$ cat src/ram_access_pkg.sv
// --------------------------------------
// widths, request/response bundles and the access mode encoding
// DEPTH in the modules must stay at or below 2**ADDR_W
// the self-test pattern is replicated to fill a data word
// --------------------------------------
`default_nettype none

package ram_access_pkg;

  localparam int unsigned ADDR_W     = 8;
  localparam int unsigned DATA_W     = 11;
  localparam int unsigned BIST_PAT_W = 2;

  typedef logic [ADDR_W-1:0]     addr_t;
  typedef logic [DATA_W-1:0]     data_t;
  typedef logic [BIST_PAT_W-1:0] bist_pat_t;

  // functional write request
  typedef struct packed {
    logic  valid;
    addr_t addr;
    data_t data;
  } wr_req_t;

  // functional read request
  typedef struct packed {
    logic  valid;
    addr_t addr;
  } rd_req_t;

  // read response, no back-pressure
  typedef struct packed {
    logic  valid;
    data_t data;
  } rd_rsp_t;

  // self-test access port, acted on every cycle in MODE_BIST
  typedef struct packed {
    logic      we;
    addr_t     wa;
    logic      ce;
    addr_t     ra;
    bist_pat_t di;
  } bist_req_t;

  typedef enum logic [1:0] {
    MODE_FUNC,
    MODE_ENTER_BIST,
    MODE_BIST,
    MODE_EXIT_BIST
  } access_mode_e;

endpackage

`default_nettype wire
$ cat src/ram_access_top.sv
// --------------------------------------
// 256x11 RAM access wrapper with functional and self-test ports
// read latency is 2 cycles on both response ports
// functional requests must drop valid while ready is low
// mode change latency depends on SYNC_STAGES
// --------------------------------------
`timescale 1ns/1ns
`default_nettype none

module ram_access_top #(
  parameter int DEPTH       = 256,
  parameter int SYNC_STAGES = 2
) (
  input  wire                            clk,
  input  wire                            mbist_ramaccess_rst_,
  input  wire ram_access_pkg::wr_req_t   wr,
  input  wire ram_access_pkg::rd_req_t   rd,
  input  wire                            bypass,
  input  wire ram_access_pkg::bist_req_t bist,
  input  wire                            mbist_en,
  output logic                           ready,
  output ram_access_pkg::rd_rsp_t        rd_rsp,
  output ram_access_pkg::rd_rsp_t        mbist_rsp
);

  ram_access_pkg::access_mode_e mode;
  logic                         arr_we;
  logic                         arr_re;
  ram_access_pkg::addr_t        arr_wa;
  ram_access_pkg::addr_t        arr_ra;
  ram_access_pkg::data_t        arr_wdata;
  ram_access_pkg::data_t        arr_q;
  logic                         rd_src_bist;

  // --------------------------------------
  // port ownership
  // --------------------------------------
  ram_mode_ctrl #(
    .SYNC_STAGES (SYNC_STAGES)
  ) u_mode_ctrl (
    .clk                  (clk),
    .mbist_ramaccess_rst_ (mbist_ramaccess_rst_),
    .mbist_en             (mbist_en),
    .mode                 (mode),
    .ready                (ready)
  );

  ram_port_mux u_port_mux (
    .clk         (clk),
    .mode        (mode),
    .wr          (wr),
    .rd          (rd),
    .bist        (bist),
    .we          (arr_we),
    .re          (arr_re),
    .wa          (arr_wa),
    .ra          (arr_ra),
    .wdata       (arr_wdata),
    .rd_src_bist (rd_src_bist)
  );

  // --------------------------------------
  // storage and read path
  // --------------------------------------
  ram_array #(
    .DEPTH (DEPTH)
  ) u_array (
    .clk   (clk),
    .we    (arr_we),
    .wa    (arr_wa),
    .wdata (arr_wdata),
    .re    (arr_re),
    .ra    (arr_ra),
    .q     (arr_q)
  );

  // bypass rides along with the read edge
  ram_read_capture u_capture (
    .clk                  (clk),
    .mbist_ramaccess_rst_ (mbist_ramaccess_rst_),
    .re                   (arr_re),
    .rd_src_bist          (rd_src_bist),
    .bypass               (bypass),
    .wdata                (arr_wdata),
    .q                    (arr_q),
    .rd_rsp               (rd_rsp),
    .mbist_rsp            (mbist_rsp)
  );

endmodule

`default_nettype wire

$ cat src/ram_read_capture.sv
// --------------------------------------
// second stage of the two-cycle read path
// one data register serves both response ports
// valid goes to whichever port owned the read
// --------------------------------------
`timescale 1ns/1ns
`default_nettype none

module ram_read_capture (
  input  wire                        clk,
  input  wire                        mbist_ramaccess_rst_,
  input  wire                        re,
  input  wire                        rd_src_bist,
  input  wire                        bypass,
  input  wire ram_access_pkg::data_t wdata,
  input  wire ram_access_pkg::data_t q,
  output ram_access_pkg::rd_rsp_t    rd_rsp,
  output ram_access_pkg::rd_rsp_t    mbist_rsp
);

  logic                  re_d;
  logic                  src_bist_d;
  logic                  bypass_d;
  ram_access_pkg::data_t wdata_d;
  ram_access_pkg::data_t data_q;
  logic                  rd_vld_q;
  logic                  mbist_vld_q;

  // read edge side info
  always_ff @(posedge clk or negedge mbist_ramaccess_rst_) begin
    if (!mbist_ramaccess_rst_) begin
      re_d        <= 1'b0;
      src_bist_d  <= 1'b0;
      bypass_d    <= 1'b0;
      rd_vld_q    <= 1'b0;
      mbist_vld_q <= 1'b0;
    end else begin
      re_d        <= re;
      src_bist_d  <= rd_src_bist;
      bypass_d    <= bypass;
      rd_vld_q    <= re_d && !src_bist_d;
      mbist_vld_q <= re_d && src_bist_d;
    end
  end

  // data path
  always_ff @(posedge clk) begin
    wdata_d <= wdata;
    if (re_d) begin
      data_q <= bypass_d ? wdata_d : q;
    end
  end

  assign rd_rsp.valid    = rd_vld_q;
  assign rd_rsp.data     = data_q;
  assign mbist_rsp.valid = mbist_vld_q;
  assign mbist_rsp.data  = data_q;

  // the drain states keep the two owners' responses at least a cycle apart
  assert property (@(posedge clk) disable iff (!mbist_ramaccess_rst_)
    !(mbist_rsp.valid && (rd_rsp.valid || $past(rd_rsp.valid))) &&
    !(rd_rsp.valid && $past(mbist_rsp.valid)))
    else $error("functional and self-test responses overlap or touch");

endmodule

`default_nettype wire

$ cat src/ram_array.sv
// --------------------------------------
// behavioral two-port memory without reset
// read during write to the same word returns the old word
// DEPTH must not exceed 2**ADDR_W
// --------------------------------------
`timescale 1ns/1ns
`default_nettype none

module ram_array #(
  parameter int DEPTH = 256
) (
  input  wire                        clk,
  input  wire                        we,
  input  wire ram_access_pkg::addr_t wa,
  input  wire ram_access_pkg::data_t wdata,
  input  wire                        re,
  input  wire ram_access_pkg::addr_t ra,
  output ram_access_pkg::data_t      q
);

  ram_access_pkg::data_t mem [DEPTH];

  // write port
  always_ff @(posedge clk) begin
    if (we) begin
      mem[wa] <= wdata;
    end
  end

  // read port holds q between reads
  always_ff @(posedge clk) begin
    if (re) begin
      q <= mem[ra];
    end
  end

  // addresses beyond DEPTH would alias nothing in a smaller array
  assert property (@(posedge clk)
    (we |-> (int'(wa) < DEPTH)) and (re |-> (int'(ra) < DEPTH)))
    else $error("array access beyond DEPTH");

endmodule

`default_nettype wire

$ cat src/ram_port_mux.sv
// --------------------------------------
// purely combinational port steering
// enables are forced low in the two transition states
// clk only samples the handshake check
// --------------------------------------
`timescale 1ns/1ns
`default_nettype none

module ram_port_mux (
  input  wire                          clk,
  input  wire ram_access_pkg::access_mode_e mode,
  input  wire ram_access_pkg::wr_req_t      wr,
  input  wire ram_access_pkg::rd_req_t      rd,
  input  wire ram_access_pkg::bist_req_t    bist,
  output logic                         we,
  output logic                         re,
  output ram_access_pkg::addr_t        wa,
  output ram_access_pkg::addr_t        ra,
  output ram_access_pkg::data_t        wdata,
  output logic                         rd_src_bist
);

  ram_access_pkg::data_t pat_word;
  logic                  func_sel;
  logic                  bist_sel;

  // pattern bit i%W lands on data bit i, bit 0 ends up on top
  always_comb begin
    for (int i = 0; i < ram_access_pkg::DATA_W; i++) begin
      pat_word[i] = bist.di[i % ram_access_pkg::BIST_PAT_W];
    end
  end

  assign func_sel = (mode == ram_access_pkg::MODE_FUNC);
  assign bist_sel = (mode == ram_access_pkg::MODE_BIST);

  always_comb begin
    we = 1'b0;
    re = 1'b0;
    wa = wr.addr;
    ra = rd.addr;
    if (func_sel) begin
      we = wr.valid;
      re = rd.valid;
    end else if (bist_sel) begin
      we = bist.we;
      re = bist.ce;
      wa = bist.wa;
      ra = bist.ra;
    end
  end

  // write data follows the owner even without a write, for bypass
  assign wdata       = bist_sel ? pat_word : wr.data;
  assign rd_src_bist = bist_sel;

  assert property (@(posedge clk)
    !func_sel |-> !(wr.valid || rd.valid))
    else $error("functional request issued while ready is low");

endmodule

`default_nettype wire

$ cat src/ram_mode_ctrl.sv
// --------------------------------------
// mbist_en is asynchronous and goes through SYNC_STAGES flops (min 2)
// the enter and exit states each hold two cycles so reads drain
// ready is registered and rises one clock after reset release
// --------------------------------------
`timescale 1ns/1ns
`default_nettype none

module ram_mode_ctrl #(
  parameter int SYNC_STAGES = 2
) (
  input  wire                          clk,
  input  wire                          mbist_ramaccess_rst_,
  input  wire                          mbist_en,
  output ram_access_pkg::access_mode_e mode,
  output logic                         ready
);

  logic [SYNC_STAGES-1:0]       en_sync_q;
  logic                         en_sync;
  ram_access_pkg::access_mode_e mode_q;
  ram_access_pkg::access_mode_e mode_next;
  logic                         hold_q;
  logic                         in_transition;

  // --------------------------------------
  // enable synchronizer
  // --------------------------------------
  always_ff @(posedge clk or negedge mbist_ramaccess_rst_) begin
    if (!mbist_ramaccess_rst_) begin
      en_sync_q <= '0;
    end else begin
      en_sync_q <= {en_sync_q[SYNC_STAGES-2:0], mbist_en};
    end
  end

  assign en_sync = en_sync_q[SYNC_STAGES-1];

  // --------------------------------------
  // access mode FSM
  // --------------------------------------
  assign in_transition = (mode_q == ram_access_pkg::MODE_ENTER_BIST) ||
                         (mode_q == ram_access_pkg::MODE_EXIT_BIST);

  always_comb begin
    mode_next = mode_q;
    case (mode_q)
      ram_access_pkg::MODE_FUNC:       if (en_sync) mode_next = ram_access_pkg::MODE_ENTER_BIST;
      ram_access_pkg::MODE_ENTER_BIST: if (hold_q) mode_next = ram_access_pkg::MODE_BIST;
      ram_access_pkg::MODE_BIST:       if (!en_sync) mode_next = ram_access_pkg::MODE_EXIT_BIST;
      ram_access_pkg::MODE_EXIT_BIST:  if (hold_q) mode_next = ram_access_pkg::MODE_FUNC;
      default:                         mode_next = ram_access_pkg::MODE_FUNC;
    endcase
  end

  always_ff @(posedge clk or negedge mbist_ramaccess_rst_) begin
    if (!mbist_ramaccess_rst_) begin
      mode_q <= ram_access_pkg::MODE_FUNC;
      hold_q <= 1'b0;
      ready  <= 1'b0;
    end else begin
      mode_q <= mode_next;
      // second cycle of a transition state
      hold_q <= in_transition && (mode_next == mode_q);
      ready  <= (mode_next == ram_access_pkg::MODE_FUNC);
    end
  end

  assign mode = mode_q;

  // self-test is entered only after both cycles of the drain state
  assert property (@(posedge clk) disable iff (!mbist_ramaccess_rst_)
    (mode_q == ram_access_pkg::MODE_BIST) && ($past(mode_q) != ram_access_pkg::MODE_BIST)
      |-> ($past(mode_q) == ram_access_pkg::MODE_ENTER_BIST) &&
          ($past(mode_q, 2) == ram_access_pkg::MODE_ENTER_BIST))
    else $error("mode entered MODE_BIST without two MODE_ENTER_BIST cycles");

endmodule

`default_nettype wire

$ cat config.mk
export PLATFORM = sky130hd
export DESIGN_NAME = ram_access_top
export DESIGN_NICKNAME = d
export VERILOG_FILES = /design/src/ram_access_pkg.sv /design/src/ram_access_top.sv /design/src/ram_read_capture.sv /design/src/ram_array.sv /design/src/ram_port_mux.sv /design/src/ram_mode_ctrl.sv
export SDC_FILE = /design/constraint.sdc
export NUM_CORES = 2
export LEC_CHECK = 0
export BUFFER_PORTS_ARGS = -buffer_cell sky130_fd_sc_hd__buf_2
export CORE_MARGIN = 10
export CORE_UTILIZATION = 30
export DETAILED_ROUTE_END_ITERATION = 8
export HOLD_SLACK_MARGIN = 0.08
export PLACE_DENSITY_LB_ADDON = 0.25
export SYNTH_ARGS = -nofsm -noshare
export SYNTH_HDL_FRONTEND = slang
export SYNTH_SLANG_ARGS = --single-unit
$ cat constraint.sdc
create_clock -name clk -period 14.61 [get_ports clk]
set_input_delay 0.7305 -clock clk [delete_from_list [all_inputs] [get_ports clk]]
set_output_delay 0.7305 -clock clk [all_outputs]
set_load 0.02 [all_outputs]
==> out/qor.yml <==
status:
  outcome: "finished, final reports clean"
critical_path:
  cp_cell_sequence: "nand2b_4 > a21o_4 > buf_4 > buf_4 > buf_12 > nand2_1 > nand3_1 > nand4_1 > o21ai_0 > nor3_1 > nor4_1"
  critPathSlowestCell: "o21ai_0"
  crit_type: "reg -> reg"
  cp_top_family: "buffers and inverters"
  cp-start-kind: "flop"
  regToRegEndpoint: "u_array.q[1]"
  required_ns: 15.30
  worst_path_most_repeated_cell: "buf_4"
  reg2reg_depth: 11
  reg2reg_slack_ns: 8.10
  cp_slowest_stage_delay_ns: 1.15
  cp.arrival_ns: 7.20
  reg2reg_from: "u_mode_ctrl.mode[0]"
  cp_num_buf_inv: 3
  end_kind: "flop"
  cp_max_fo: 156
routing:
  drtAntennaViolNets: 0
  drc_errors: 0
  post_drt_wl_per_cell_um: 26.8
  vias_per_cell: 5.12
  drt_wl_total_um: 348000
  vias: 66538
  drt-pass1-iter-count: 6
  drtIter0Drc: 7055
min_path:
  hold_depth: 3
  hold_class: "in -> reg"
  min_to: "u_array.mem[180][2]"
  worstHoldStart: "wr[2]"
clock_network:
  clock_sinks: 2860
  cts_tree: "yes"
  path_clk_slew_ns: 0.06
  cts-root-buf: "clkbuf_16"
  cts_buffers: 312
  clk_path_buf_depth: 4
  cts_max_level: 5
  cts_resized: 0
  clock_latency_ns: 0.89
sta:
  hold_viol_final: 0
  skew_ns: 0.0674
  min_period_ns: 6.51
  timing.fmax_mhz: 154
  worst_slew_pin_slew_ns: 1.44
  layout_setup_ws_ns: 8.10
  whs_ns: 0.314
  tns_ns: 0
  slew_headroom: 0.0339
  drv_slew: 0
  finalCritPeriodShare: 0.445
  rsz0062_at_grt: "false"
  finalSetupViolCount: 0
synthesis:
  ys_async_sr_fraction: 0.00385
  seq_area_frac_synth: 0.769
  syn_inst: 7599
  synthTopCellsByArea: "edfxtp_1 (76%), nand2_1 (6.5%), nand3_1 (3.2%)"
  synth.distinct_cells: 62
  yosys_warnings: 0
  yosysTopAreaCellShare: 0.764
  yosys.area.top_type: "edfxtp_1"
  mappedNetlistNets: 7652
  ys_seq_elements: 2860
  synth_ff_type: "edfxtp_1"
  synth_edf_count: 2838
  synth_area_per_cell_um2: 14.7
  netlist_area_um2: 112000
cells_and_area:
  final_cell_mix: "edfxtp_1 (2838), nand2_1 (1905), nand3_1 (709), clkbuf_16 (315), nor2_1 (280)"
  syn2layout_area_growth_pct: 14.5
  nNetsFinal: 7846
  drive_gt1_frac: 0.124
  mostFrequentLayoutCell: "edfxtp_1"
grt:
  antenna_found_initial: 28
  grt_start_max_net_pins: 184
  grt_first_pass_wirelength_um: 492000
  grt_pass1_vias: 64599
  grtUsageTotal: 0.168
  grt_remaining_overflow: 0
die:
  row_count: 223
  die_x_um: 630
  dieArea_um2: 397000
  initial_core_util: 0.302
  die_h_um: 630
  io_pins: 78
  core_region_area_um2: 370000
placed_design:
  hpwl_um: 208000
  gp_congestion: 0.823
  numPortBuffers: 77
  place_ws_ns: 8.10
power_and_ir_drop:
  leakagePower_nw: 41.0
  peakVddDrop_uv: 160
  powerDensity_nw_per_um2: 177
run:
  max-cap-violations: 0
## synthesized netlist by cell type (all sizes together), types with 7 or more instances
cell type / n
a221oi: 30
dfrtp: 11
buf: 277
nand3b: 17
inv: 7
a22oi: 16
mux2: 15
nor3: 54
edfxtp: 2838
a22o: 13
dfxtp: 11
nand4: 221
nand2: 1918
nor2: 288
mux4: 147
nand3: 713
mux2i: 155
a32oi: 38
o22ai: 71
clkbuf: 203
a211oi: 23
nor4: 28
o21ai: 68
a31oi: 222
a21oi: 161
## per-stage QoR
step                cell area (um^2)  std cells  total power, mW  utilization
floorplan                     112000       7599             13.5            -
global placement              118000      12424             15.4        0.320
detailed placement            118000      12425             15.5        0.320
CTS                           128000      12973             22.8        0.345
global route                  128000      12976             23.5        0.345
finish                        128000      12984             22.7        0.345
## metal layers
| layer | track usage | up-vias | wire length, um |
|---|---|---|---|
| li1 | - | 29095 | - |
| met2 | 0.276 | 2475 | 166000 |
| met1 | 0.231 | 34472 | 149000 |
| met5 | 0 | - | 101 |
| met3 | 0.0249 | 482 | 21600 |
| met4 | 0.0485 | 14 | 10400 |
## logic make-up (layout without fill, tap and decap cells)
logic type | after synthesis | count (layout) | synth area share
and+or+nand+nor | 3268 | 3268 | 0.126
other | 0 | 10 | 0
DFF | 2860 | 2860 | 0.769
buffers and inverters | 487 | 912 | 0.0216
AOI/OAI and AO/OA | 665 | 665 | 0.0379
xor gates and xnor gates | 2 | 2 | 0.000157
muxes | 317 | 317 | 0.0454
## report_power, final
group	leakage (nW)	switching [mW]	internal [mW]	total [mW]
Sequential	25.8	0.0694	9.97	10.0
Combinational	10.6	4.05	1.20	5.24
Clock	4.57	3.24	4.14	7.37
## layout make-up
cell class,instances,area (um^2)
fillers,35352,242000
flip-flops and latches,2860,85700
clock inverters,144,1120
repair buffers,360,2610
diodes,10,25.0
well taps,4950,6190
inverters,7,26.3
clock buffers,401,8260
multi-input cells,4252,23700
## registers in the layout, indices dropped and copies added (netlist names)
signal / cells
u_capture.mbist_vld_q: 1
u_capture.wdata_d: 11
u_mode_ctrl.en_sync_q: 2
u_mode_ctrl.ready: 1
u_capture.bypass_d: 1
u_array.mem: 2816
u_array.q: 11
u_mode_ctrl.mode: 2
u_mode_ctrl.hold_q: 1
u_capture.re_d: 1
u_capture.src_bist_d: 1
u_capture.data_q: 11
u_capture.rd_vld_q: 1
## worst min-delay path, stage by stage
cell	delay (ns)
buf_2	0.08
nand2_1	0.07
nand2_4	0.17
## worst max path at each step
stage / endpoint / slack (ns) / from / cells past startpoint
finish: u_array.q[1] / 8.10 / u_mode_ctrl.mode[0] / 11
detailed placement: u_array.q[4] / 8.10 / u_mode_ctrl.mode[0] / 12
global route: u_array.q[1] / 7.91 / u_mode_ctrl.mode[0] / 11
CTS: u_array.q[4] / 8.02 / u_mode_ctrl.mode[0] / 12
floorplan: u_array.mem[0][0] / 8.98 / u_mode_ctrl.mode[0] / 9
global placement: u_array.q[10] / 7.80 / u_mode_ctrl.mode[0] / 12
## timing repair
action                                 CTS  global route
hold buffers                             3             0
buffers inserted                         0             0
endpoints found under the hold margin   13             0
Power figures use the tool's default switching activity.
